===== config.mk =====
export PLATFORM = sky130hd
export DESIGN_NAME = regfile
export DESIGN_NICKNAME = d
export VERILOG_FILES = /design/src/rtl/regfile.sv
export SDC_FILE = /design/constraint.sdc
export NUM_CORES = 2
export LEC_CHECK = 0
export BUFFER_PORTS_ARGS = -buffer_cell sky130_fd_sc_hd__buf_2
export CORE_MARGIN = 2
export CORE_UTILIZATION = 25
export CTS_BUF_LIST = sky130_fd_sc_hd__clkbuf_8
export CTS_CLUSTER_DIAMETER = 100
export DETAILED_ROUTE_END_ITERATION = 12
export PLACE_DENSITY = 0.36
export SYNTH_ARGS = -nofsm -noshare
export SYNTH_HDL_FRONTEND = slang
export SYNTH_SLANG_ARGS = --single-unit
export TNS_END_PERCENT = 1

===== constraint.sdc =====
create_clock -name clk -period 3.7 [get_ports clk]
set_input_delay 0.925 -clock clk [delete_from_list [all_inputs] [get_ports clk]]
set_output_delay 0.925 -clock clk [all_outputs]
set_load 0.005 [all_outputs]

===== src/rtl/regfile.sv =====
// Integer register file
`default_nettype none

module regfile (
    input  logic        clk,
    input  logic        reset,
    input  logic [4:0]  ra1,
    input  logic [4:0]  ra2,
    input  logic        wen,
    input  logic [4:0]  wa,
    input  logic [31:0] wd,
    input  logic [4:0]  dbg_addr,
    output logic [31:0] rd1,
    output logic [31:0] rd2,
    output logic [31:0] dbg_data
);

    logic [31:0] regs [1:31];

    // x0 reads zero; a register being written reads its new value
    function automatic logic [31:0] read_port(input logic [4:0] a);
        logic [31:0] value;
        value = '0;
        if (a != 5'd0) begin
            value = (wen && wa == a) ? wd : regs[a];
        end
        return value;
    endfunction

    always_comb begin
        rd1      = read_port(ra1);
        rd2      = read_port(ra2);
        dbg_data = read_port(dbg_addr);
    end

    always_ff @(posedge clk) begin
        if (reset) begin
            for (int i = 1; i < 32; i++) begin
                regs[i] <= '0;
            end
        end else if (wen && wa != 5'd0) begin
            regs[wa] <= wd;
        end
    end

endmodule

`default_nettype wire


After elaboration in Yosys (flattened, before gate mapping)
Memories as Yosys holds them, arrays and structs flattened.
Index checks and enable logic that the tools add are counted.
{"block": "word_totals", "ff_bits": 0, "ram_bits": 992, "inputBits": 55, "out_inout_bits": 96, "elab_cells": 27, "memories": 1}
{"block": "classes", "n_eq_ne": 3, "mux": 14, "reduce_logical": 9}
{"name": "regs", "words": 31, "width": 32, "read_ports": 3, "rd_ports_with_merged_regs": 0, "write_ports": 31, "line": "18", "rtl": "logic [31:0] regs [1:31];"}
{"operator": "$mux 32", "count": 7}
{"operator": "$reduce_or 32->1", "count": 1}
{"operator": "$reduce_bool 5->1", "count": 4}
{"operator": "$eq 5x5->1", "count": 3}
{"operator": "$mux 1", "count": 6}
{"operator": "$mux 5", "count": 1}
{"operator": "$logic_and 1x1->1", "count": 4}

Longest topological paths before layout
{"block": "logic_depth", "word_depth": 7, "depth_mapped": 10, "mapped_depth_nobuf": 5}

Least setup slack after synthesis
Ideal clock, no wire load.
{"block": "synth_path", "kind": "input to output", "from": "input port dbg_addr[0]", "to": "output port dbg_data[10]", "arrival_ps": 2636, "required_ps": 2775, "setup_slack_ps": 139, "path_stages": 7, "n_path_buf": 3, "cell_sequence": "buf_2 buf_2 buf_4 mux4_2 a22oi_1 nand2_1 a221o_1"}
{"block": "synth_between", "elab_chain_len": 4, "elab_cells_between_ends": 6, "cone_classes": "eq/ne (1); mux (2); reduce/logical (2); memory (1)"}
{"item": "start, declared", "line": "12", "rtl": "input logic [4:0] dbg_addr,"}
{"item": "branches (longest 3 deep; another with $mem_v2 31x32)"}
{"item": "$mux 32 (*)", "line": "24", "rtl": "if (a != 5'd0) begin"}
{"item": "end, declared", "line": "15", "rtl": "output logic [31:0] dbg_data"}
Every way passes the cells marked *.

Worst setup path in the final report
{"block": "layout_path", "from": "input port ra1[2]", "to": "output port rd1[27]"}
{"block": "layout_between", "elab_chain_len": 4, "elab_cells_between_ends": 6, "cone_classes": "eq/ne (1); mux (2); reduce/logical (2); memory (1)"}
{"item": "start, declared", "line": "7", "rtl": "input logic [4:0] ra1,"}
{"item": "branches (longest 3 deep; another with $mem_v2 31x32)"}
{"item": "$mux 32 (*)", "line": "24"}
{"item": "end, declared", "line": "13", "rtl": "output logic [31:0] rd1,"}
Marks and branches as above.

==> out/summary.txt <==
Worst Hold Class: input port to flop
Final setup fails: 96
Die height: 508 microns
Top reg by flops: regs
Total number of vias: 49400
Drt drc: 0
Overall Power: 32.0 mW
CP arrival: 3270 ps
Unrepaired setup endpoints after global routing: true
Worst-margin pin slew: 1190 ps
Worst path slowest cell: a2111oi_4
H-tree depth: 4
Critical path capture point type: output pin
Leak: 29.1 nW
Syn Inst Count: 4502
Nets: 5267
Cell Chain, Critical Path: clkbuf_8 -> or3b_4 -> buf_12 -> buf_12 -> buf_12 -> o22ai_1 -> a2111oi_4 -> a21oi_1 -> buf_4 -> a22o_1 -> buf_2
Mean Syn Cell Area: 14.1 sq um
Most common flop cell mapped by yosys: edfxtp_1
Sink Count: 1024
Unique masters post-synth: 64
Share of layout cells above drive strength 1: 39.2%
Initial antenna violation count: 60
Clock Root Buffer: clkbuf_8
Initial Util: 25.2%
Fin area: 81100 sq um
Hold Fails Final Rpt: 0
Row Count: 184
Met1 Use GR: 39.1%
Max Cap Viol: 0
P&R area growth vs syn: 27.7%
Max-slew headroom: 20.8%
Core area: 252000 sq um
First-pass GRT wire length: 476000 microns
Vias in the first global route: 48700
Die width: 508 microns
Largest net degree at the start of global routing: 36
Routed len/inst: 41.5 microns
CTS buffer count: 199
Commonest non-fill, non-tap cell in the layout: edfxtp_1
Peak Freq: 0.239 GHz
Syn. warnings: 0
EDFF count, synth: 1024
Failing checks: setup timing
WP data required: 2770 ps
Max reg flops: 1024
Final Util: 32.2%
1st-pass router iterations: 6
Max Slew Vio Count: 0
CTS tree: yes
Final wirelength: 363000 microns
Top Registers: regs (1024)
CP most frequent cell: buf_12
Starting DRT DRC Count: 6367
Hold Slack: 350 ps
Dpl cell area: 75500 sq um
GR Util met2: 42.0%
GR peak layer: met2
CP Max Fanout: 17
Post-layout min period: 4190 ps
Crit share post-route: 113%
Die ar.: 258000 sq um
Congestion Overflow GR: 0
Filler cells: 25100
Max clock buf depth: 3
RePlAce Congestion: 0.881
Post-Syn Area: 63500 sq um
Highest cell delay on the worst timing path: 410 ps
Seq cells post-synth: 1024
Final WS setup: -490 ps
Pwr Density: 395 nW/um^2
Status: finished, violations left
I/O Buffers: 150
Register area share after synthesis: 48.4%
DRT antenna net count: 0
Worst IR Drop VDD: 0.355 mV
Most frequent cells in the layout: 1024 x edfxtp_1, 995 x and2_1, 609 x mux4_2, 565 x buf_4, 343 x mux2i_1
Reg clk slew, reported paths: 60 ps
Ys async rst share: 0%
M3 GR Usage: 5.95%
WS Path Type: input port to output pin
Via-per-instance ratio: 5.64
Boundary pin count: 151
Critical Path Start Type: input port
Post-DP HPWL: 243000 microns
Gr usage total: 27.7%
==> final timing paths <==
path	from	to	slack, ps	cells past startpoint
setup / recovery	ra1[2]	rd1[27]	-490	11
hold / removal	wd[29]	regs[0][29]	350	1
==> cells in the mapped netlist, types with 30 or more instances <==
cell type / count / share of area, %
o221ai_1: 45 / 0.62
nor2_1: 80 / 0.47
a22oi_1: 155 / 1.8
o22ai_1: 43 / 0.42
a21oi_1: 138 / 1.1
buf_2: 85 / 0.67
buf_6: 30 / 0.53
mux2i_1: 360 / 5.7
edfxtp_1: 1024 / 48
nand2_1: 94 / 0.56
clkbuf_1: 330 / 2.0
buf_4: 44 / 0.52
and2_1: 996 / 9.8
mux4_2: 609 / 22
o21ai_0: 35 / 0.28
or2_2: 33 / 0.33
a22o_1: 65 / 0.90
==> routing by layer <==
layer | part of all wire, % | vias to the layer above
li1 | - | 19400
met1 | 44 | 26700
met2 | 44 | 2840
met3 | 8.5 | 478
met4 | 3.2 | 4
met5 | 0.0066 | -
==> report_power, final <==
part           internal (mW)  leakage (nW)  switching (mW)  total, mW
registers               13.4          9.75           0.528       14.0
clock network           5.44          2.03            5.66       11.1
logic                   3.00          17.3            3.92       6.92
==> per-stage QoR <==
| step | cells | setup TNS, ps | worst slack [ps] |
|---|---|---|---|
| floorplan | 4533 | 0 | 139 |
| global placement | 8331 | -46920 | -1000 |
| global route | 8728 | -32100 | -501 |
| finish | 8753 | -26800 | -490 |
| detailed placement | 8331 | -45410 | -981 |
| CTS | 8696 | -29840 | -498 |
==> kinds of logic (layout without fill, tap and decap cells) <==
| kind of cell | count (synthesis) | after routing | synth area share (%) |
|---|---|---|---|
| simple gates | 1298 | 1298 | 12.2 |
| flops | 1024 | 1024 | 48.4 |
| mux | 982 | 982 | 27.5 |
| compound gates | 669 | 669 | 7.83 |
| buf+inv | 513 | 1347 | 3.84 |
| xor+xnor | 15 | 15 | 0.207 |
| other cells | 1 | 70 | 0.00591 |
==> cell type report <==
type,instances,area [sq um],share of cell area (%)
well taps,3348,4190,5.17
diodes,38,95.1,0.117
clock inverters,156,847,1.05
inverters,4,17.5,0.0216
flip-flops and latches,1024,30700,37.9
multi-input cells,2996,31900,39.4
repair buffers,987,10500,12.9
clock buffers,200,2750,3.40
==> repair_timing <==
action	4_1_cts	5_1_grt
gates cloned	1	3
resized for setup	237	84
pin swaps	48	28
setup endpoints to repair	96	96
hold buffers	0	0
setup buffers	10	17
==> critical path: cells and delay by family <==
kind	cells	cell delay, ps
AOI/OAI and AO/OA	4	840
buffers and inverters	6	1110
and+or+nand+nor	1	310
Note: power is estimated with default switching activity, not from simulation.
