[src/rtl/rv_pkg.sv]
// RV32I core shared definitions
`default_nettype none

package rv_pkg;

    // One instruction word, viewed as R-type or I-type
    typedef union packed {
        struct packed {
            logic [6:0] funct7;
            logic [4:0] rs2;
            logic [4:0] rs1;
            logic [2:0] funct3;
            logic [4:0] rd;
            logic [6:0] opcode;
        } r;
        struct packed {
            logic [11:0] imm12;
            logic [4:0]  rs1;
            logic [2:0]  funct3;
            logic [4:0]  rd;
            logic [6:0]  opcode;
        } i;
    } instr_u;

    typedef enum logic [3:0] {
        ALU_ADD,
        ALU_SUB,
        ALU_SLL,
        ALU_SLT,
        ALU_SLTU,
        ALU_XOR,
        ALU_SRL,
        ALU_SRA,
        ALU_OR,
        ALU_AND
    } alu_op_e;

    parameter logic [6:0] OPC_OP     = 7'b0110011;
    parameter logic [6:0] OPC_OP_IMM = 7'b0010011;

    parameter logic [2:0] F3_ADD  = 3'b000;
    parameter logic [2:0] F3_SLL  = 3'b001;
    parameter logic [2:0] F3_SLT  = 3'b010;
    parameter logic [2:0] F3_SLTU = 3'b011;
    parameter logic [2:0] F3_XOR  = 3'b100;
    parameter logic [2:0] F3_SR   = 3'b101;
    parameter logic [2:0] F3_OR   = 3'b110;
    parameter logic [2:0] F3_AND  = 3'b111;

    // Upper bits for SUB and SRA, also upper immediate of SRAI
    parameter logic [6:0] F7_BASE = 7'b0000000;
    parameter logic [6:0] F7_ALT  = 7'b0100000;

    // APB byte offsets
    parameter logic [11:0] REG_CTRL      = 12'h000;
    parameter logic [11:0] REG_STATUS    = 12'h004;
    parameter logic [11:0] REG_PROG_LEN  = 12'h008;
    parameter logic [11:0] REG_RETIRED   = 12'h00C;
    parameter logic [11:0] REG_RF_BASE   = 12'h100;
    parameter logic [11:0] REG_IMEM_BASE = 12'h400;

endpackage

`default_nettype wire

[src/rtl/fetch_stage.sv]
// Fetch stage and run sequencer
`default_nettype none

module fetch_stage #(
    parameter int IMEM_DEPTH = 256
) (
    input  logic                          clk,
    input  logic                          reset,
    input  logic                          start,
    input  logic [$clog2(IMEM_DEPTH):0]   prog_len,
    input  logic [31:0]                   imem_rdata,
    output logic [$clog2(IMEM_DEPTH)-1:0] imem_raddr,
    output logic                          busy,
    output logic                          fetch_valid,
    output rv_pkg::instr_u                fetch_instr
);
    import rv_pkg::*;

    localparam int AW = $clog2(IMEM_DEPTH);

    logic [AW:0] pc;
    logic [AW:0] run_len;
    logic        issuing;
    logic        last_issue;
    logic [1:0]  drain;

    assign imem_raddr = pc[AW-1:0];
    assign last_issue = issuing && (pc + 1'b1 == run_len);

    // RAM output register acts as the fetch register
    assign fetch_instr = instr_u'(imem_rdata);

    always_ff @(posedge clk) begin
        if (reset) begin
            pc          <= '0;
            run_len     <= '0;
            issuing     <= 1'b0;
            drain       <= 2'd0;
            busy        <= 1'b0;
            fetch_valid <= 1'b0;
        end else begin
            fetch_valid <= issuing;
            if (start) begin
                pc      <= '0;
                run_len <= prog_len;
                issuing <= (prog_len != '0);
                busy    <= (prog_len != '0);
            end else if (issuing) begin
                pc <= pc + 1'b1;
                if (last_issue) begin
                    issuing <= 1'b0;
                    drain   <= 2'd2;
                end
            end else if (drain != 2'd0) begin
                // Decode and execute still hold work
                drain <= drain - 2'd1;
                if (drain == 2'd1) begin
                    busy <= 1'b0;
                end
            end
        end
    end

    assert property (@(posedge clk) disable iff (reset) issuing |-> pc < IMEM_DEPTH);

endmodule

`default_nettype wire

[config.mk]
export PLATFORM = sky130hd
export DESIGN_NAME = fetch_stage
export DESIGN_NICKNAME = d
export VERILOG_FILES = /design/src/rtl/rv_pkg.sv /design/src/rtl/fetch_stage.sv
export SDC_FILE = /design/constraint.sdc
export NUM_CORES = 1
export LEC_CHECK = 0
export CAP_MARGIN = 25
export CORE_MARGIN = 3
export CORE_UTILIZATION = 62
export DETAILED_ROUTE_END_ITERATION = 8
export DONT_BUFFER_PORTS = 1
export GPL_ROUTABILITY_DRIVEN = 1
export PLACE_DENSITY_LB_ADDON = 0.3
export SLEW_MARGIN = 30
export SYNTH_ARGS = -nofsm -noshare
export SYNTH_HDL_FRONTEND = slang
export SYNTH_SLANG_ARGS = --single-unit
[constraint.sdc]
create_clock -name clk -period 2.5 [get_ports clk]
set_input_delay 0.375 -clock clk [delete_from_list [all_inputs] [get_ports clk]]
set_output_delay 0.375 -clock clk [all_outputs]
set_load 0.01 [all_outputs]
* After elaboration in Yosys (flattened, before gate mapping)
Cells that the tools add are included.
** Operators by class
- Add/subtract/negate cells :: 2
- $mul :: 0
- Divide/modulo/power cells :: 0
- Magnitude comparators :: 0
- Eq/ne operators :: 4
- Shift operators :: 0
- Mux-type cells :: 10
- Bitwise operators :: 1
- Reductions and logical operators :: 9
** Operator list (count)
- $add A9 B1 Y9 const B :: 1
- $eq A9 B9 Y1 :: 1
- $reduce_bool A9 Y1 :: 1
- $reduce_bool A2 Y1 :: 4
- $mux W1 :: 7
- $mux W2 :: 3
- $reduce_and A3 Y1 :: 2
- $eq A2 B1 Y1 const B :: 1
- $ne A2 B1 Y1 const B :: 1
- $ne A2 B2 Y1 const B :: 1
- $reduce_or A2 Y1 :: 1
- $sub A2 B1 Y2 const B :: 1
- $logic_and A1 B1 Y1 :: 1
- $not A1 Y1 :: 1
** Storage, ports and cells
- Register bits after elaboration :: 23
- Bits in latches :: 0
- RAM bits :: 0
- Memory bits (read-only) :: 0
- Bits of input ports :: 44
- Output and inout port bits :: 42
- Word-level logic and storage cells :: 32
- Memories :: 0

* Logic depth before layout (Yosys ltp)
- Word-level depth :: 6
- Mapped depth :: 7
- Mapped depth without buffers :: 7

* Least setup slack after synthesis
No wires, ideal clock.
- Path kind :: flip-flop to flip-flop
- Start point :: register pc[0]
- End point :: register drain[1]
- Setup time :: 0.059 ns
- Data arrival time :: 1.856 ns
- Data required time :: 2.441 ns
- Setup slack :: 0.584 ns
- Stages on the path, launching flop included :: 8
- Path buffers :: 1
- Clock period less this slack :: 1.916 ns
- Path through :: dfxtp_1 -> ha_1 -> buf_6 -> o21ba_1 -> a221o_1 -> a222oi_1 -> o311a_1 -> o311a_1
** Between the ends
- Word-level cells in the longest chain between the ends :: 5
** Ends and longest elaborated chain
- from (decl) :: RTL line fetch_stage.sv:21 : logic [AW:0] pc;
- from (signal assigned) :: RTL line fetch_stage.sv:49 : pc <= pc + 1'b1;
- $add A9 B1 Y9 :: RTL line fetch_stage.sv:28 : assign last_issue = issuing && (pc + 1'b1 == run_len);
- $eq A9 B9 Y1 :: RTL line fetch_stage.sv:28
- $logic_and A1 B1 Y1 :: RTL line fetch_stage.sv:28
- $ne A2 B1 Y1 (no line)
- $reduce_and A3 Y1 (no line)
- to (signal assigned) :: RTL line fetch_stage.sv:56 : drain <= drain - 2'd1;
- to (decl) :: RTL line fetch_stage.sv:25 : logic [1:0] drain;
No other way between the ends.
A chain may end at the register's enable or synchronous reset.

* Worst setup path after layout
Ends and elaborated chain as after synthesis.

==> impl_metrics.yaml <==
run_status:
  status: "completed"
yosys:
  synth_simple_gate_area_share_pct: 17.5
  synthFlopType: "dfxtp_1"
  avgSynthCellArea_um2: 8.50
  synth_top_family_by_area: "buffers and inverters"
  yosys.area.top_type: "dfxtp_1"
  post-synth-top-count-cell: "buf_4"
  syn_area_mm2: 0.00155
  syn_inst: 182
  syn_nets: 229
  synth_commonest_cells: "buf_4 (40), dfxtp_1 (23), nor2_1 (18)"
  synth_edf_count: 0
  synthTopCellsByArea: "dfxtp_1 (30%), buf_4 (19%), mux2i_1 (6.5%)"
  synth_mux_area_share_pct: 6.47
  ys_seq_area_share_pct: 29.7
  synth_warnings: 0
  synth_cell_types: 39
  async_flop_share_pct: 0
  synth-xor-area-share_pct: 8.89
  ys_ff_latch: 23
  synthAdderAreaFrac_pct: 2.43
  synth_compound_area_share_pct: 11.2
  synth_top_area_share_pct: 29.7
clocking:
  cts_buffers: 3
  clk_latency_ns: 0.32
  cts_tree: "yes"
  cts_buffer_depth: 2
  cts_setup_buffers: 0
  ctsResizeCount: 0
  cts.clk_slew.worst_paths_ns: 0.13
  cts_root_buf: "clkbuf_4"
  htreeDepth: 1
  cts.sinks: 23
  cts_hold_buf: 0
critical_path:
  critPathCaptureType: "flip-flop"
  worst_ep_arrival_time_ns: 2.24
  r2r_cells: 6
  crit_fanout: 9
  crit_path_start: "pc[0]"
  critPathRequiredTime_ns: 2.77
  timing.rr.start: "pc[0]"
  start_kind: "flip-flop"
  path_class: "flip-flop to flip-flop"
timing:
  setup_violations: 0
  slew_violations: 0
  hold_viol: 0
  slew_headroom_pct: 73.8
  period_minus_slack_ns: 1.97
  rsz0062_at_grt: "no"
  fmaxAchievable_mhz: 507
  tightest_slew_ns: 0.392
  tns_ns: 0
  fin_crit_sh_pct: 78.8
  worst_clock_skew_ns: 0.00285
worst_hold_path:
  hp-class: "input port to flip-flop"
  hold_depth: 1
  min_from: "reset"
layout:
  multi_input_area_um2: 718
  final_util_pct: 55.7
  layout-drive-gt1-share_pct: 7.14
  syn_to_final_growth_pct: -17.4
  fin_nets: 188
  num-fill-cells: 214
  fin_cells: 168
  antennaDiodeCount: 0
  regArea_um2: 460
drt:
  vias: 1063
  drt_iter0_drc: 24
  dr.pass1.iters: 4
  wire_per_inst_um: 17.5
  ant_nets: 0
  wl_um: 2930
  drc: 0
  routed_via_density: 6.33
die:
  die_h_um: 56.0
  start_util_pct: 67.4
  fp.dieW_um: 56.0
  core_mm2: 0.00230
  ios: 86
  dieArea_mm2: 0.00313
  num_rows: 17
global_routing:
  grt_antenna_before_repair: 0
  overflow: 0
  grt_pass1_wl_um: 4640
  grt_pass1_vias: 997
  grt_max_degree: 16
  track_usage_pct: 18.4
flow_run:
  maxCapViolations: 0
pwr:
  p_per_area_mw_per_mm2: 521
  p_leak_uw: 0.000505
  ir_drop_mv: 0.405
placed_design:
  placed_cells: 164
  place_hpwl_um: 2250
  place_congestion: 0.868
  port_buffers: 0
==> worst paths after layout <==
kind	end	slack [ns]
setup / recovery	drain[1]	0.53
hold / removal	fetch_valid	0.10
setup reg to reg	drain[1]	0.53
hold reg to reg	busy	0.53
==> critical path, stage by stage, from the launching register on <==
cell and delay [ns]:
dfxtp_1 0.33, ha_1 0.31, o21ba_1 0.21, a221o_1 0.34, a222oi_1 0.31, o311a_1 0.27
o311a_1 0.15
==> cells by family (layout without fill, tap and decap cells) <==
kind of cell | count (synthesis) | after routing
xor gates and xnor gates | 14 | 14
and+or+nand+nor | 52 | 52
adders and majority gates | 3 | 3
DFF | 23 | 23
buffers and inverters | 54 | 12
AOI/OAI and AO/OA | 26 | 26
muxes | 10 | 10
==> placed cells by master, fill, tap and decap left out, types with 2 or more instances in the layout <==
| cell | count |
|---|---|
| nand3_1 | 5 |
| dfxtp_1 | 23 |
| o21ai_0 | 6 |
| o31ai_1 | 2 |
| mux2i_1 | 10 |
| clkbuf_4 | 3 |
| ha_1 | 3 |
| nor2_1 | 18 |
| or2_2 | 2 |
| nor3_1 | 5 |
| xnor2_1 | 5 |
| nand4_1 | 3 |
| nand2_1 | 5 |
| xor2_1 | 8 |
| o311a_1 | 2 |
| inv_1 | 6 |
| a21oi_1 | 8 |
| or3_1 | 6 |
| buf_4 | 2 |
==> where the power goes <==
part | internal (uW) | total [uW] | switching (uW)
Combinational | 44.2 | 85.3 | 41.1
Clock | 59.9 | 177 | 117
Sequential | 384 | 404 | 19.3
==> per-stage QoR <==
step / setup slack, ns / area (um^2) / hold WS [ns] / total power (uW)
after detailed placement: 0.555 / 1250 / 0.445 / 497
after global routing: 0.445 / 1280 / 0.0719 / 696
after floorplan: 0.584 / 1550 / 0.475 / 539
after global placement: 0.601 / 1250 / 0.446 / 491
final: 0.529 / 1280 / 0.104 / 666
after CTS: 0.530 / 1280 / 0.0966 / 670
==> cell type report <==
cell class | count | area share (%)
clock buffer | 3 | 1.76
clock inverter | 1 | 0.391
inverter | 6 | 1.76
multi-input combinational | 105 | 56.2
sequential | 23 | 36.0
tap | 28 | 2.74
timing repair buffer | 2 | 1.17
==> state kept, by name, indices dropped and copies added, names as in the netlist <==
register / cells
pc: 9
run_len: 9
drain: 2
busy: 1
fetch_valid: 1
issuing: 1
==> per-layer routing <==
metal | vias up | wire (um) | GRT usage, % | share of wire (%)
met5 | - | 0 | 0 | 0
met4 | 0 | 112 | 9.49 | 3.8
met3 | 22 | 362 | 8.82 | 12
met2 | 58 | 1260 | 28.2 | 43
met1 | 480 | 1200 | 21.1 | 41
li1 | 503 | - | - | -
(Power assumes the default switching activity.)
