### src/rtl/rv_pkg.sv
// RV32I core shared definitions
`default_nettype none

package rv_pkg;

    // One instruction word, viewed as R-type or I-type
    typedef union packed {
        struct packed {
            logic [6:0] funct7;
            logic [4:0] rs2;
            logic [4:0] rs1;
            logic [2:0] funct3;
            logic [4:0] rd;
            logic [6:0] opcode;
        } r;
        struct packed {
            logic [11:0] imm12;
            logic [4:0]  rs1;
            logic [2:0]  funct3;
            logic [4:0]  rd;
            logic [6:0]  opcode;
        } i;
    } instr_u;

    typedef enum logic [3:0] {
        ALU_ADD,
        ALU_SUB,
        ALU_SLL,
        ALU_SLT,
        ALU_SLTU,
        ALU_XOR,
        ALU_SRL,
        ALU_SRA,
        ALU_OR,
        ALU_AND
    } alu_op_e;

    parameter logic [6:0] OPC_OP     = 7'b0110011;
    parameter logic [6:0] OPC_OP_IMM = 7'b0010011;

    parameter logic [2:0] F3_ADD  = 3'b000;
    parameter logic [2:0] F3_SLL  = 3'b001;
    parameter logic [2:0] F3_SLT  = 3'b010;
    parameter logic [2:0] F3_SLTU = 3'b011;
    parameter logic [2:0] F3_XOR  = 3'b100;
    parameter logic [2:0] F3_SR   = 3'b101;
    parameter logic [2:0] F3_OR   = 3'b110;
    parameter logic [2:0] F3_AND  = 3'b111;

    // Upper bits for SUB and SRA, also upper immediate of SRAI
    parameter logic [6:0] F7_BASE = 7'b0000000;
    parameter logic [6:0] F7_ALT  = 7'b0100000;

    // APB byte offsets
    parameter logic [11:0] REG_CTRL      = 12'h000;
    parameter logic [11:0] REG_STATUS    = 12'h004;
    parameter logic [11:0] REG_PROG_LEN  = 12'h008;
    parameter logic [11:0] REG_RETIRED   = 12'h00C;
    parameter logic [11:0] REG_RF_BASE   = 12'h100;
    parameter logic [11:0] REG_IMEM_BASE = 12'h400;

endpackage

`default_nettype wire

### src/rtl/rv_core_top.sv
// RV32I core top level
`default_nettype none

interface exec_if;
    import rv_pkg::*;

    logic        valid;
    alu_op_e     aluop;
    logic [4:0]  dst;
    logic [31:0] srca;
    logic [31:0] srcb;
    logic        wen;

    modport producer (output valid, aluop, dst, srca, srcb, wen);
    modport consumer (input valid, aluop, dst, srca, srcb, wen);
endinterface


`default_nettype wire

### src/rtl/decode_stage.sv
// Instruction decode and operand read
`default_nettype none

module decode_stage (
    input  logic           fetch_valid,
    input  rv_pkg::instr_u fetch_instr,
    output logic [4:0]     ra1,
    output logic [4:0]     ra2,
    input  logic [31:0]    rd1,
    input  logic [31:0]    rd2,
    exec_if.producer       ex
);
    import rv_pkg::*;

    logic [31:0] imm;
    logic        known;

    function automatic alu_op_e alu_select(input logic [2:0] f3, input logic alt);
        alu_op_e op;
        op = ALU_ADD;
        case (f3)
            F3_ADD:  op = alt ? ALU_SUB : ALU_ADD;
            F3_SLL:  op = ALU_SLL;
            F3_SLT:  op = ALU_SLT;
            F3_SLTU: op = ALU_SLTU;
            F3_XOR:  op = ALU_XOR;
            F3_SR:   op = alt ? ALU_SRA : ALU_SRL;
            F3_OR:   op = ALU_OR;
            F3_AND:  op = ALU_AND;
        endcase
        return op;
    endfunction

    assign ra1 = fetch_instr.r.rs1;
    assign ra2 = fetch_instr.r.rs2;
    assign imm = {{20{fetch_instr.i.imm12[11]}}, fetch_instr.i.imm12};

    assign ex.dst  = fetch_instr.r.rd;
    assign ex.srca = rd1;

    always_comb begin
        known    = 1'b0;
        ex.aluop = ALU_ADD;
        ex.srcb  = rd2;
        case (fetch_instr.r.opcode)
            OPC_OP: begin
                // Only SUB and SRA may use the alternate funct7
                known = (fetch_instr.r.funct7 == F7_BASE)
                        || (fetch_instr.r.funct7 == F7_ALT
                            && (fetch_instr.r.funct3 == F3_ADD
                                || fetch_instr.r.funct3 == F3_SR));
                ex.aluop = alu_select(fetch_instr.r.funct3, fetch_instr.r.funct7 == F7_ALT);
            end
            OPC_OP_IMM: begin
                ex.srcb = imm;
                case (fetch_instr.i.funct3)
                    F3_SLL:  known = (fetch_instr.i.imm12[11:5] == F7_BASE);
                    F3_SR:   known = (fetch_instr.i.imm12[11:5] == F7_BASE)
                                     || (fetch_instr.i.imm12[11:5] == F7_ALT);
                    default: known = 1'b1;
                endcase
                // No SUBI, so the upper bits only select SRAI
                ex.aluop = alu_select(fetch_instr.i.funct3,
                                      fetch_instr.i.funct3 == F3_SR
                                      && fetch_instr.i.imm12[11:5] == F7_ALT);
            end
            default: begin
                known = 1'b0;
            end
        endcase
        ex.valid = fetch_valid & known;
        ex.wen   = known & (fetch_instr.r.rd != 5'd0);
    end

endmodule

`default_nettype wire

### src/flat_wrapper.sv
// flat-port wrapper written by rule: the top's interface ports become plain ports
module decode_stage_flat import rv_pkg::*;
  (fetch_valid, fetch_instr, ra1, ra2, rd1, rd2, ex_valid, ex_aluop, ex_dst, ex_srca, ex_srcb, ex_wen);
  exec_if ex_i ();
  input  logic fetch_valid;
  input  rv_pkg::instr_u fetch_instr;
  output logic [4:0] ra1;
  output logic [4:0] ra2;
  input  logic [31:0] rd1;
  input  logic [31:0] rd2;
  output wire logic [$bits(ex_i.valid)-1:0] ex_valid;
  output wire logic [$bits(ex_i.aluop)-1:0] ex_aluop;
  output wire logic [$bits(ex_i.dst)-1:0] ex_dst;
  output wire logic [$bits(ex_i.srca)-1:0] ex_srca;
  output wire logic [$bits(ex_i.srcb)-1:0] ex_srcb;
  output wire logic [$bits(ex_i.wen)-1:0] ex_wen;
  assign ex_valid = ex_i.valid;
  assign ex_aluop = ex_i.aluop;
  assign ex_dst = ex_i.dst;
  assign ex_srca = ex_i.srca;
  assign ex_srcb = ex_i.srcb;
  assign ex_wen = ex_i.wen;
  decode_stage u_core (.fetch_valid(fetch_valid), .fetch_instr(fetch_instr), .ra1(ra1), .ra2(ra2), .rd1(rd1), .rd2(rd2), .ex(ex_i));
endmodule
### config.mk
export PLATFORM = sky130hd
export DESIGN_NAME = decode_stage_flat
export DESIGN_NICKNAME = d
export VERILOG_FILES = /design/src/rtl/rv_pkg.sv /design/src/rtl/rv_core_top.sv /design/src/rtl/decode_stage.sv /design/src/flat_wrapper.sv
export SDC_FILE = /design/constraint.sdc
export NUM_CORES = 1
export LEC_CHECK = 0
export BUFFER_PORTS_ARGS = -buffer_cell sky130_fd_sc_hd__buf_2
export CORE_AREA = 2 2 69 71
export DETAILED_ROUTE_END_ITERATION = 10
export DIE_AREA = 0 0 71 73
export PLACE_DENSITY = 0.69
export SLEW_MARGIN = 20
export SYNTH_ARGS = -nofsm -noshare
export SYNTH_HDL_FRONTEND = slang
export SYNTH_SLANG_ARGS = --single-unit
export TNS_END_PERCENT = 1
### constraint.sdc
create_clock -name vclk -period 2.1
set_input_delay 0.21 -clock vclk [all_inputs]
set_output_delay 0.21 -clock vclk [all_outputs]
set_load 0.02 [all_outputs]
### Yosys cells after proc, flatten, opt, wreduce, memory -nomap -nowiden

Cells that the tools add are included.

| operators by class | value |
|---|---|
| equal/unequal tests | 10 |
| mux-type cells | 10 |
| bitwise logic cells | 2 |
| reductions and logical operators | 8 |

Operators with widths:

| cell | number |
|---|---|
| $pmux W4 S8 | 2 |
| $mux W32 | 1 |
| $eq A7 B6 Y1 const B | 2 |
| $eq A3 B3 Y1 const B | 4 |
| $pmux W4 S2 | 1 |
| $eq A7 B5 Y1 const B | 1 |
| $logic_not A7 Y1 | 1 |
| $eq A3 B2 Y1 const B | 2 |
| $reduce_bool A5 Y1 | 1 |
| $mux W1 | 4 |
| $pmux W1 S2 | 2 |
| $eq A3 B1 Y1 const B | 1 |
| $logic_not A3 Y1 | 1 |
| $logic_or A1 B1 Y1 | 3 |
| $and A1 B1 Y1 | 2 |
| $logic_and A1 B1 Y1 | 2 |

| word-level totals | value |
|---|---|
| bits in registers | 0 |
| input bits | 97 |
| output and inout bits | 85 |

### Depth between registers and ports, before layout

| logic depth | value |
|---|---|
| word-level depth | 6 |
| depth in mapped cells | 6 |

### Worst setup path after synthesis

OpenSTA, ideal clock, no wires.

| timing path | value |
|---|---|
| path type | in2out |
| start | input fetch_instr[2] (netlist bit) |
| end | output ex_aluop[0] |
| arrival | 1.686 ns |
| path slack | 0.204 ns |
| cell stages on the path | 3 |
| path buffers | 0 |
| cell sequence | nand4bb_1 > or3b_2 > nor4b_1 |

| between the ends | value |
|---|---|
| longest elaborated chain between the ends | 2 |

Ends and longest elaborated chain:

| element | RTL line | RTL |
|---|---|---|
| from (decl) | flat_wrapper.sv:6 | `input rv_pkg::instr_u fetch_instr;` |
| $eq A7 B5 Y1 or $eq A7 B6 Y1 (tied branches) | decode_stage.sv:45 | `case (fetch_instr.r.opcode)` |
| $pmux W4 S2 * | decode_stage.sv:45 |  |
| to (decl) | flat_wrapper.sv:12 | `output wire logic [$bits(ex_i.aluop)-1:0] ex_aluop;` |

Mark *: on every way between the ends. The rest lies on a longest branch, timed or not.

### Final worst setup path

| timing path | value |
|---|---|
| start | input fetch_instr[2] (netlist bit) |
| end | output ex_srcb[9] |

| between the ends | value |
|---|---|
| longest elaborated chain between the ends | 2 |

Ends and longest elaborated chain:

| element | RTL line | RTL |
|---|---|---|
| $eq A7 B5 Y1 | decode_stage.sv:45 |  |
| $mux W32 | decode_stage.sv:45 |  |
| to (decl) | flat_wrapper.sv:15 | `output wire logic [$bits(ex_i.srcb)-1:0] ex_srcb;` |

Every way passes these cells.

==> results by group <==
Route
  – Wire per inst: roughly 12 um
  – Final ANT Viol Nets: 0
  – Via count: between 900 and 1,000
  – Total Wirelength: between 2 and 3 mm
  – DRC viols: 0
  – Initial DRT Pass Iterations: 3
  – Number of DRC violations after detailed-routing iteration 0: 9
  – Routed vias/inst: 4.19

Power and ir drop
  – Max VDD drop: 38.9 uV
  – PwrDens: between 150 and 200 mW/mm^2
  – Post-layout power: about 0.22 mW
  – Leak: 0.790 nW

Clock network
  – Post-CTS setup buffers: 0
  – Hold buffers post-CTS: 0
  – Cts repair resizes: 0

Yosys
  – Syn_nets: around 220
  – Synth area leader: buf_4
  – Top-count cell post-synth: buf_4
  – Syn avg cell area: 7.80 um^2
  – Most frequent cells after synthesis: buf_4 (49), a21o_1 (21), mux2_4 (8)
  – Yosys cell types: 27
  – Post-synthesis sequential area ratio: 0
  – Yosys warning count: 0
  – Top cell type's share of synthesized area: 0.396
  – Mapped Area: 928 um^2
  – Synth area leaders: buf_4 (40%), a21o_1 (17%), mux2_4 (13%)
  – Gate count after technology mapping: between 100 and 150

Timing
  – Tmin final: 1.98 ns
  – Final setup fails: 0
  – Unrepaired setup endpoints after global routing: no
  – Final Hold Fails: 0
  – Relative slew slack: 0.800
  – Post-route clock period utilization: 0.945
  – Worst slew pin tran: about 0.30 ns
  – Fmax: 504 MHz
  – Final hold slack: 0.420 ns
  – Worst setup margin: around 0.12 ns
  – Total negative slack: 0 ns
  – Slew Viols, Final: 0

Critical path
  – CP required: 1.89 ns
  – Crit. End Element: primary output
  – Startpoint types: input port
  – CP Class: input port to primary output
  – Critical path arrival: 1.77 ns
  – Worst-path fanout max: 9

Floorplan
  – Core area: 0.00454 mm^2
  – Total die area: roughly 0.0052 mm^2
  – Std cell rows: 25
  – Die Height: about 73 um
  – Io pins: between 150 and 200
  – Initial Utilization: 0.205
  – Die Wd: between 70 and 80 um

Placement
  – Detailed Place HPWL: about 2.4 mm
  – GP Congestion: 0.743
  – Place WS: 0.0805 ns
  – Port bufs: between 100 and 150
  – Placed cell areas: 0.00118 mm^2

Final layout
  – Clock buffer count: 0
  – Storage cell area: 0 um^2
  – Diode count: 0
  – Post-route cell area: 0.00118 mm^2
  – Filler cells: 513
  – Area growth from synthesis to layout: 27.5%
  – Num sequential: 0
  – Nets@finish: around 280
  – Share of cells above drive strength 1: 0.723

Hold path
  – Worst Min Path Start: rd1[11]
  – Worst Hold Depth: 0
  – Hold EP: ex_srca[11]
  – Hold Crit Class: input port to primary output

Global routing
  – First-pass GRT wire length: approximately 3.7 mm
  – Number of global-route vias before repair: 804
  – Largest net degree at the start of global routing: 25
  – GRT overflow: 0
  – GRT Total Usage: 0.0851
  – Initial antenna violation count: 0

Status
  – Run status: complete, no violations

Run
  – Max capacitance violation total: 0
[layer usage]
layer / share of wire / up-vias / GRT usage / wire [um]
met3: 0.12 / 16 / 0.0249 / 322
met1: 0.33 / 421 / 0.0872 / 892
li1: - / 479 / - / -
met2: 0.52 / 53 / 0.163 / 1390
met4: 0.033 / 0 / 0.0314 / 88
met5: 0 / - / 0 / 0
[critical path: stages]
cell	delay, ns
buf_2	0.09
nand4bb_1	0.22
or4b_1	0.55
buf_4	0.22
mux2_4	0.31
buf_2	0.16
[cells in the final DEF, fill, tap and decap left out, types with 2 or more instances in the layout]
cell type / count
or3b_2: 2
inv_1: 2
a21o_1: 21
nor2_1: 5
nand2b_1: 2
mux2_2: 4
a31oi_1: 3
buf_4: 3
buf_2: 108
mux2_4: 8
and3b_1: 3
nand2_1: 2
[cell families after synthesis]
kind of cell,Yosys count,share of synthesized area
AO/OA/AOI/OAI,29,0.228
XOR/XNOR,1,0.00944
buffers and inverters,56,0.434
multiplexers,12,0.178
AND/OR/NAND/NOR,21,0.151
[layout make-up]
| type | count | area [um^2] | share of cell area |
|---|---|---|---|
| well taps | 54 | 67.6 | 0.0571 |
| repair buffers | 112 | 583 | 0.493 |
| inverters | 2 | 7.51 | 0.00634 |
| multi-input cells | 63 | 526 | 0.444 |
[worst max path at each step]
stage,from,to,cells past startpoint
after CTS,fetch_instr[2],ex_srcb[9],6
after global placement,fetch_instr[2],ex_srcb[9],6
final,fetch_instr[2],ex_srcb[9],6
after global routing,fetch_instr[2],ex_srcb[1],6
after detailed placement,fetch_instr[2],ex_srcb[9],6
after floorplan,fetch_instr[2],ex_aluop[0],3
[power breakdown]
group	internal, mW	switching (mW)
Sequential	0	0
Clock	0	0
Combinational	0.108	0.114
[through the flow]
step | cells | util
floorplan | 119 | -
global placement | 231 | 0.261
detailed placement | 231 | 0.261
CTS | 231 | 0.261
global route | 231 | 0.261
finish | 231 | 0.261
Power figures use the tool's default switching activity.
