===== src/rtl/rv_pkg.sv =====
// RV32I core shared definitions
`default_nettype none

package rv_pkg;

    // One instruction word, viewed as R-type or I-type
    typedef union packed {
        struct packed {
            logic [6:0] funct7;
            logic [4:0] rs2;
            logic [4:0] rs1;
            logic [2:0] funct3;
            logic [4:0] rd;
            logic [6:0] opcode;
        } r;
        struct packed {
            logic [11:0] imm12;
            logic [4:0]  rs1;
            logic [2:0]  funct3;
            logic [4:0]  rd;
            logic [6:0]  opcode;
        } i;
    } instr_u;

    typedef enum logic [3:0] {
        ALU_ADD,
        ALU_SUB,
        ALU_SLL,
        ALU_SLT,
        ALU_SLTU,
        ALU_XOR,
        ALU_SRL,
        ALU_SRA,
        ALU_OR,
        ALU_AND
    } alu_op_e;

    parameter logic [6:0] OPC_OP     = 7'b0110011;
    parameter logic [6:0] OPC_OP_IMM = 7'b0010011;

    parameter logic [2:0] F3_ADD  = 3'b000;
    parameter logic [2:0] F3_SLL  = 3'b001;
    parameter logic [2:0] F3_SLT  = 3'b010;
    parameter logic [2:0] F3_SLTU = 3'b011;
    parameter logic [2:0] F3_XOR  = 3'b100;
    parameter logic [2:0] F3_SR   = 3'b101;
    parameter logic [2:0] F3_OR   = 3'b110;
    parameter logic [2:0] F3_AND  = 3'b111;

    // Upper bits for SUB and SRA, also upper immediate of SRAI
    parameter logic [6:0] F7_BASE = 7'b0000000;
    parameter logic [6:0] F7_ALT  = 7'b0100000;

    // APB byte offsets
    parameter logic [11:0] REG_CTRL      = 12'h000;
    parameter logic [11:0] REG_STATUS    = 12'h004;
    parameter logic [11:0] REG_PROG_LEN  = 12'h008;
    parameter logic [11:0] REG_RETIRED   = 12'h00C;
    parameter logic [11:0] REG_RF_BASE   = 12'h100;
    parameter logic [11:0] REG_IMEM_BASE = 12'h400;

endpackage

`default_nettype wire


===== src/rtl/core_apb_regs.sv =====
// APB control and status block
`default_nettype none

module core_apb_regs #(
    parameter int IMEM_DEPTH = 256
) (
    input  logic                          clk,
    input  logic                          reset,
    input  logic [11:0]                   paddr,
    input  logic                          psel,
    input  logic                          penable,
    input  logic                          pwrite,
    input  logic [31:0]                   pwdata,
    output logic [31:0]                   prdata,
    output logic                          pready,
    output logic                          pslverr,
    output logic                          start,
    output logic [$clog2(IMEM_DEPTH):0]   prog_len,
    input  logic                          busy,
    input  logic                          retire,
    output logic                          imem_we,
    output logic [$clog2(IMEM_DEPTH)-1:0] imem_waddr,
    output logic [31:0]                   imem_wdata,
    output logic [4:0]                    dbg_addr,
    input  logic [31:0]                   dbg_data
);
    import rv_pkg::*;

    localparam int AW = $clog2(IMEM_DEPTH);

    logic        access;
    logic        wr;
    logic        mapped;
    logic        refuse;
    logic        hit_ctrl;
    logic        hit_status;
    logic        hit_len;
    logic        hit_ret;
    logic        hit_rf;
    logic        hit_imem;
    logic [11:0] imem_off;
    logic        has_run;
    logic        done;
    logic [31:0] retired;

    assign access = psel & penable;
    assign pready = 1'b1;

    assign imem_off   = paddr - REG_IMEM_BASE;
    assign hit_ctrl   = (paddr == REG_CTRL);
    assign hit_status = (paddr == REG_STATUS);
    assign hit_len    = (paddr == REG_PROG_LEN);
    assign hit_ret    = (paddr == REG_RETIRED);
    assign hit_rf     = (paddr[11:7] == REG_RF_BASE[11:7]) && (paddr[1:0] == 2'b00);
    assign hit_imem   = (paddr >= REG_IMEM_BASE) && (imem_off[11:2] < IMEM_DEPTH)
                        && (paddr[1:0] == 2'b00);
    assign mapped     = hit_ctrl | hit_status | hit_len | hit_ret | hit_rf | hit_imem;

    // Writes refused while a program runs, or with an oversized length
    assign refuse = pwrite && ((hit_imem && busy) || (hit_ctrl && pwdata[0] && busy)
                    || (hit_len && pwdata > IMEM_DEPTH));

    assign pslverr = access & (~mapped | refuse);
    assign wr      = access & pwrite & mapped & ~refuse;

    assign imem_we    = wr & hit_imem;
    assign imem_waddr = imem_off[AW+1:2];
    assign imem_wdata = pwdata;
    assign dbg_addr   = paddr[6:2];

    assign done = has_run & ~busy & ~start;

    always_comb begin
        prdata = '0;
        if (access && !pwrite) begin
            if (hit_status) begin
                prdata = {30'd0, done, busy};
            end else if (hit_len) begin
                prdata = 32'(prog_len);
            end else if (hit_ret) begin
                prdata = retired;
            end else if (hit_rf) begin
                prdata = dbg_data;
            end
        end
    end

    always_ff @(posedge clk) begin
        if (reset) begin
            start    <= 1'b0;
            prog_len <= '0;
            has_run  <= 1'b0;
            retired  <= '0;
        end else begin
            start <= wr & hit_ctrl & pwdata[0];
            if (wr && hit_len) begin
                prog_len <= pwdata[AW:0];
            end
            if (start) begin
                has_run <= 1'b1;
                retired <= '0;
            end else if (retire) begin
                retired <= retired + 32'd1;
            end
        end
    end

    // Run requests only reach the fetch stage while it is idle
    assert property (@(posedge clk) disable iff (reset) start |-> !busy);
    assert property (@(posedge clk) disable iff (reset)
                     pslverr |-> psel && penable && $past(psel && !penable));

endmodule

`default_nettype wire


===== config.mk =====
export PLATFORM = sky130hd
export DESIGN_NAME = core_apb_regs
export DESIGN_NICKNAME = d
export VERILOG_FILES = /design/src/rtl/rv_pkg.sv /design/src/rtl/core_apb_regs.sv
export SDC_FILE = /design/constraint.sdc
export NUM_CORES = 1
export LEC_CHECK = 0
export BUFFER_PORTS_ARGS = -buffer_cell sky130_fd_sc_hd__buf_2
export CAP_MARGIN = 15
export CORE_MARGIN = 2
export CORE_UTILIZATION = 40
export CTS_CLUSTER_DIAMETER = 80
export DETAILED_ROUTE_END_ITERATION = 16
export PLACE_DENSITY_LB_ADDON = 0.3
export SYNTH_ARGS = -nofsm -noshare
export SYNTH_HDL_FRONTEND = slang
export SYNTH_SLANG_ARGS = --single-unit

===== constraint.sdc =====
create_clock -name clk -period 1.75 [get_ports clk]
set_input_delay 0 -clock clk [delete_from_list [all_inputs] [get_ports clk]]
set_output_delay 0 -clock clk [all_outputs]
set_load 0.05 [all_outputs]

# Word-level counts from Yosys, hierarchy flattened
# Cells that the tools add are included.
# Widths: inputs -> output; s select.
[classes] eq_ne=4 bitwise_logic=20 reduce_logical=16 mux=5 n_addsub=2 magnitude_cmp=3
[ops] cell="$mux 32" count=5
[ops] cell="$add 32x1->32 const B" count=1
[ops] cell="$gt 32x9->1 const B" count=1
[ops] cell="$eq 12x4->1 const B" count=2
[ops] cell="$eq 12x3->1 const B" count=1
[ops] cell="$ge 12x11->1 const B" count=1
[ops] cell="$logic_not 12->1" count=1
[ops] cell="$sub 12x11->12 const B" count=1
[ops] cell="$and 1x1->1" count=10
[ops] cell="$logic_and 1x1->1" count=10
[ops] cell="$lt 10x9->1 const B" count=1
[ops] cell="$or 1x1->1" count=6
[ops] cell="$eq 5x2->1 const B" count=1
[ops] cell="$not 1->1" count=4
[ops] cell="$logic_not 2->1" count=1
[ops] cell="$logic_or 1x1->1" count=2
[ops] cell="$reduce_or 2->1" count=1
[ops] cell="$logic_not 1->1" count=1
[word_totals] regBits=43 elab_cells=54 output_inout_bits=90 in_bits=83

# Longest topological paths before layout
[logic_depth] depth_word=12 ltp_mapped=6 depth_no_buf=6

# Least setup slack after synthesis
# Ideal clock, no wire load.
[synth_path] path_kind="register -> output" start="register prog_len[0]" end="output port prdata[0]" path_slack_ps=-1404 path_stages_with_launch=3 arrival_ps=3154 required_ps=1750 path_buffers=0 path_cell_list="dfxtp_1 inv_1 a2111oi_0"
[synth_between] elab_chain_cells=3
[synth_rtl] element="from (decl)" line="core_apb_regs.sv:18" text="output logic [$clog2(IMEM_DEPTH):0] prog_len,"
[synth_rtl] element="from (signal assigned)" line="core_apb_regs.sv:97" text="prog_len <= pwdata[AW:0];"
[synth_rtl] element="$mux 32" line="core_apb_regs.sv:78" text="end else if (hit_len) begin"
[synth_rtl] element="$mux 32" line="core_apb_regs.sv:76" text="if (hit_status) begin"
[synth_rtl] element="$mux 32" line="core_apb_regs.sv:75" text="if (access && !pwrite) begin"
[synth_rtl] element="to (decl)" line="core_apb_regs.sv:14" text="output logic [31:0] prdata,"
# No other way between the ends.

# Worst setup path after layout
[layout_path] start="input port pwdata[4]" end="output port imem_we"
[layout_between] elab_chain_cells=7
[layout_rtl] element="from (decl)" line="core_apb_regs.sv:13" text="input logic [31:0] pwdata,"
[layout_rtl] element="$gt 32x9->1" line="core_apb_regs.sv:61" text="|| (hit_len && pwdata > IMEM_DEPTH));"
[layout_rtl] element="$logic_and 1x1->1" line="core_apb_regs.sv:61"
[layout_rtl] element="$logic_or 1x1->1" line="core_apb_regs.sv:61"
[layout_rtl] element="$logic_and 1x1->1" line="core_apb_regs.sv:60" text="assign refuse = pwrite && ((hit_imem && busy) || (hit_ctrl && pwdata[0] && busy)"
[layout_rtl] element="$not 1->1" line="core_apb_regs.sv:64" text="assign wr = access & pwrite & mapped & ~refuse;"
[layout_rtl] element="$and 1x1->1" line="core_apb_regs.sv:64"
[layout_rtl] element="$and 1x1->1" line="core_apb_regs.sv:66" text="assign imem_we = wr & hit_imem;"
[layout_rtl] element="to (decl)" line="core_apb_regs.sv:21" text="output logic imem_we,"
# No other way between the ends.

==> impl_metrics.yaml <==
status:
  outcome: "finished, final reports clean"
timing:
  rsz0062_at_grt: "no"
  setup_ws_ps: 110
  timing.hold.ws_ps: 0.641
  fin_skew_ps: 8.97
  period_needed_ps: 1640
  setup_violations: 0
  hold_violations: 0
  timing.fmax_mhz: 610
  slew_headroom_pct: 60.0
  tightest_slew_ps: 600
  post-route-period-util_pct: 93.7
  drv_slew: 0
power_and_ir_drop:
  p_leak_nw: 1.72
  ir_worst_vdd_uv: 304
  total_power_mw: 2.08
  powerDensity_nw_per_um2: 548
grt:
  gr-usage-all-layers_pct: 19.8
  antenna_found_initial: 0
  overflow: 0
  first_global_vias: 2743
  grt_pass1_wl_um: 12300
  grt_max_degree: 33
worst_setup_path:
  timing.critical_path.slowest_cell_delay_ps: 400
  arrival_ps: 1640
  ff2ff_path_depth: 6
  critical_path.max_fanout: 3
  cp.required_ps: 1750
  r2r_slack_ps: 120
  crit_path_frequent_cell: "buf_2"
  critPathKind: "in2out"
  cp-start-kind: "input pin"
  crit_chain: "buf_2, nor4_1, a21boi_0, o31ai_1, nand3_1, nor2_1, buf_2"
  slowest_stage: "o31ai_1"
  cp-end-kind: "primary output"
clocking:
  clk_latency_ps: 290
  numCtsBuffers: 5
  clock_sinks: 43
  cts_tree: "done"
  root_buffer: "clkbuf_8"
  clk_path_buf_depth: 2
  htreeDepth: 2
  clkTransAtPathRegs_ps: 70
drt:
  vias_per_cell: 5.07
  wl_um: 8110
  drt_iter0_markers: 157
  num_vias: 3033
  ant_nets: 0
  wire_per_inst_um: 13.6
  first_pass_iters: 4
  route.detailed.drc: 0
synthesis:
  yosysMostFrequentCell: "nor2_1"
  synth_area_leaders: "dfxtp_1 (30%), buf_4 (12%), nor2_1 (10%)"
  synth_area_um2: 2860
  syn_inst: 357
  syn_nets: 441
  ys.flop_type: "dfxtp_1"
  ys_top_cells_by_count: "nor2_1 (80), buf_4 (47), dfxtp_1 (43)"
  yosysWarnings: 0
  async_reset_ff_share_pct: 0
  synth_seq_area_share_pct: 30.1
  syn_area_per_cell_um2: 8.02
  yosys.area.top_type_share_pct: 30.1
  synth-edff-count: 0
  ys_seq_elements: 43
  synth_area_leader_cell: "dfxtp_1"
  synthDistinctLibCells: 42
floorplan:
  core_um2: 6870
  die_w_um: 88.6
  dieHeight_um: 88.6
  dieArea_um2: 7850
  initial_core_util_pct: 41.7
  num_rows: 30
  pin_count: 173
placement:
  post-place-cells: 583
  portBuffers: 171
  dp_slack_ps: 106
  dpl.hpwl_um: 6370
  place_congestion: 0.809
cells_and_area:
  drive_above_1_share_pct: 42.6
  nets: 585
  layoutNonFillerInstCount: 598
  area_delta_synth_final_pct: 32.3
  n_antenna_cell: 0
job:
  drv_cap: 0
min_path:
  hold_class: "in2reg"
  hold_path_depth: 3
[through the flow]
stage                     utilization, %  TNS (ps)  instance area (um^2)
after global routing                55.2         0                  3790
after CTS                           55.0         0                  3780
after global placement              52.8         0                  3630
after floorplan                        -     -62.2                  2880
after detailed placement            52.8         0                  3630
final                               55.2         0                  3790
[report_power, final]
| part | total, mW | internal, mW | switching, mW |
|---|---|---|---|
| Sequential | 0.985 | 0.982 | 0.00289 |
| Clock | 0.601 | 0.280 | 0.321 |
| Combinational | 0.489 | 0.150 | 0.339 |
| Total | 2.08 | 1.41 | 0.663 |
[state kept, by name, indices dropped and copies added, names as in the netlist]
name      flops
prog_len      9
has_run       1
retired      32
start         1
[placed cells by master (no fill, tap or decap), types with 2 or more instances in the layout]
cell type,n
nor4_4,3
a22oi_1,24
o21ai_1,2
xnor2_1,6
nand4_4,2
a21oi_1,4
clkbuf_8,5
mux2i_1,10
dlygate4sd3_1,7
and4_1,5
nor2_2,2
and3_1,6
a222oi_1,7
nor3_1,3
nor3_2,2
xor2_1,25
dfxtp_1,42
buf_2,171
nor4_1,8
o21ai_0,2
buf_12,2
inv_1,2
nand3_1,15
nand4_1,11
nor2_1,78
nand2_1,16
clkbuf_1,2
buf_4,20
[timing repair]
item | 4_1_cts | 5_1_grt
hold buffers | 7 | 0
gates resized for setup | 0 | 3
endpoints found under the hold margin | 7 | 0
setup endpoints to repair | 0 | 5
setup buffers | 0 | 0
[cells by family after synthesis]
logic type	synth area share [%]
xor+xnor	9.48
mux	3.50
flops	30.1
other cells	0.131
buf+inv	15.0
simple gates	29.1
compound gates	12.3
fa+ha+maj	0.437
[critical path, delay by kind of cell]
family / cells / cell delay [ps]
AOI/OAI and AO/OA: 2 / 620
buffers and inverters: 2 / 410
and+or+nand+nor: 3 / 610
[metal layers]
metal	routed length, um	track usage [%]	share of wire (%)
met5	0	0	0
met1	3410	23.3	42
met4	86	4.68	1.1
met2	4250	37.5	52
met3	363	2.80	4.5
[worst paths after layout]
kind,start,to
setup / recovery,pwdata[4],imem_we
hold / removal,pwdata[2],prog_len[2]
hold reg to reg,has_run,has_run
setup reg to reg,retired[21],retired[31]
[layout make-up]
cell class	count	area (um^2)
fillers	678	3080
multi-input cells	249	1600
repair buffers	200	1120
flip-flops and latches	43	862
well taps	96	120
clock buffers	7	76.3
inverters	2	7.51
clock inverters	1	5.00
Power figures use the tool's default switching activity.
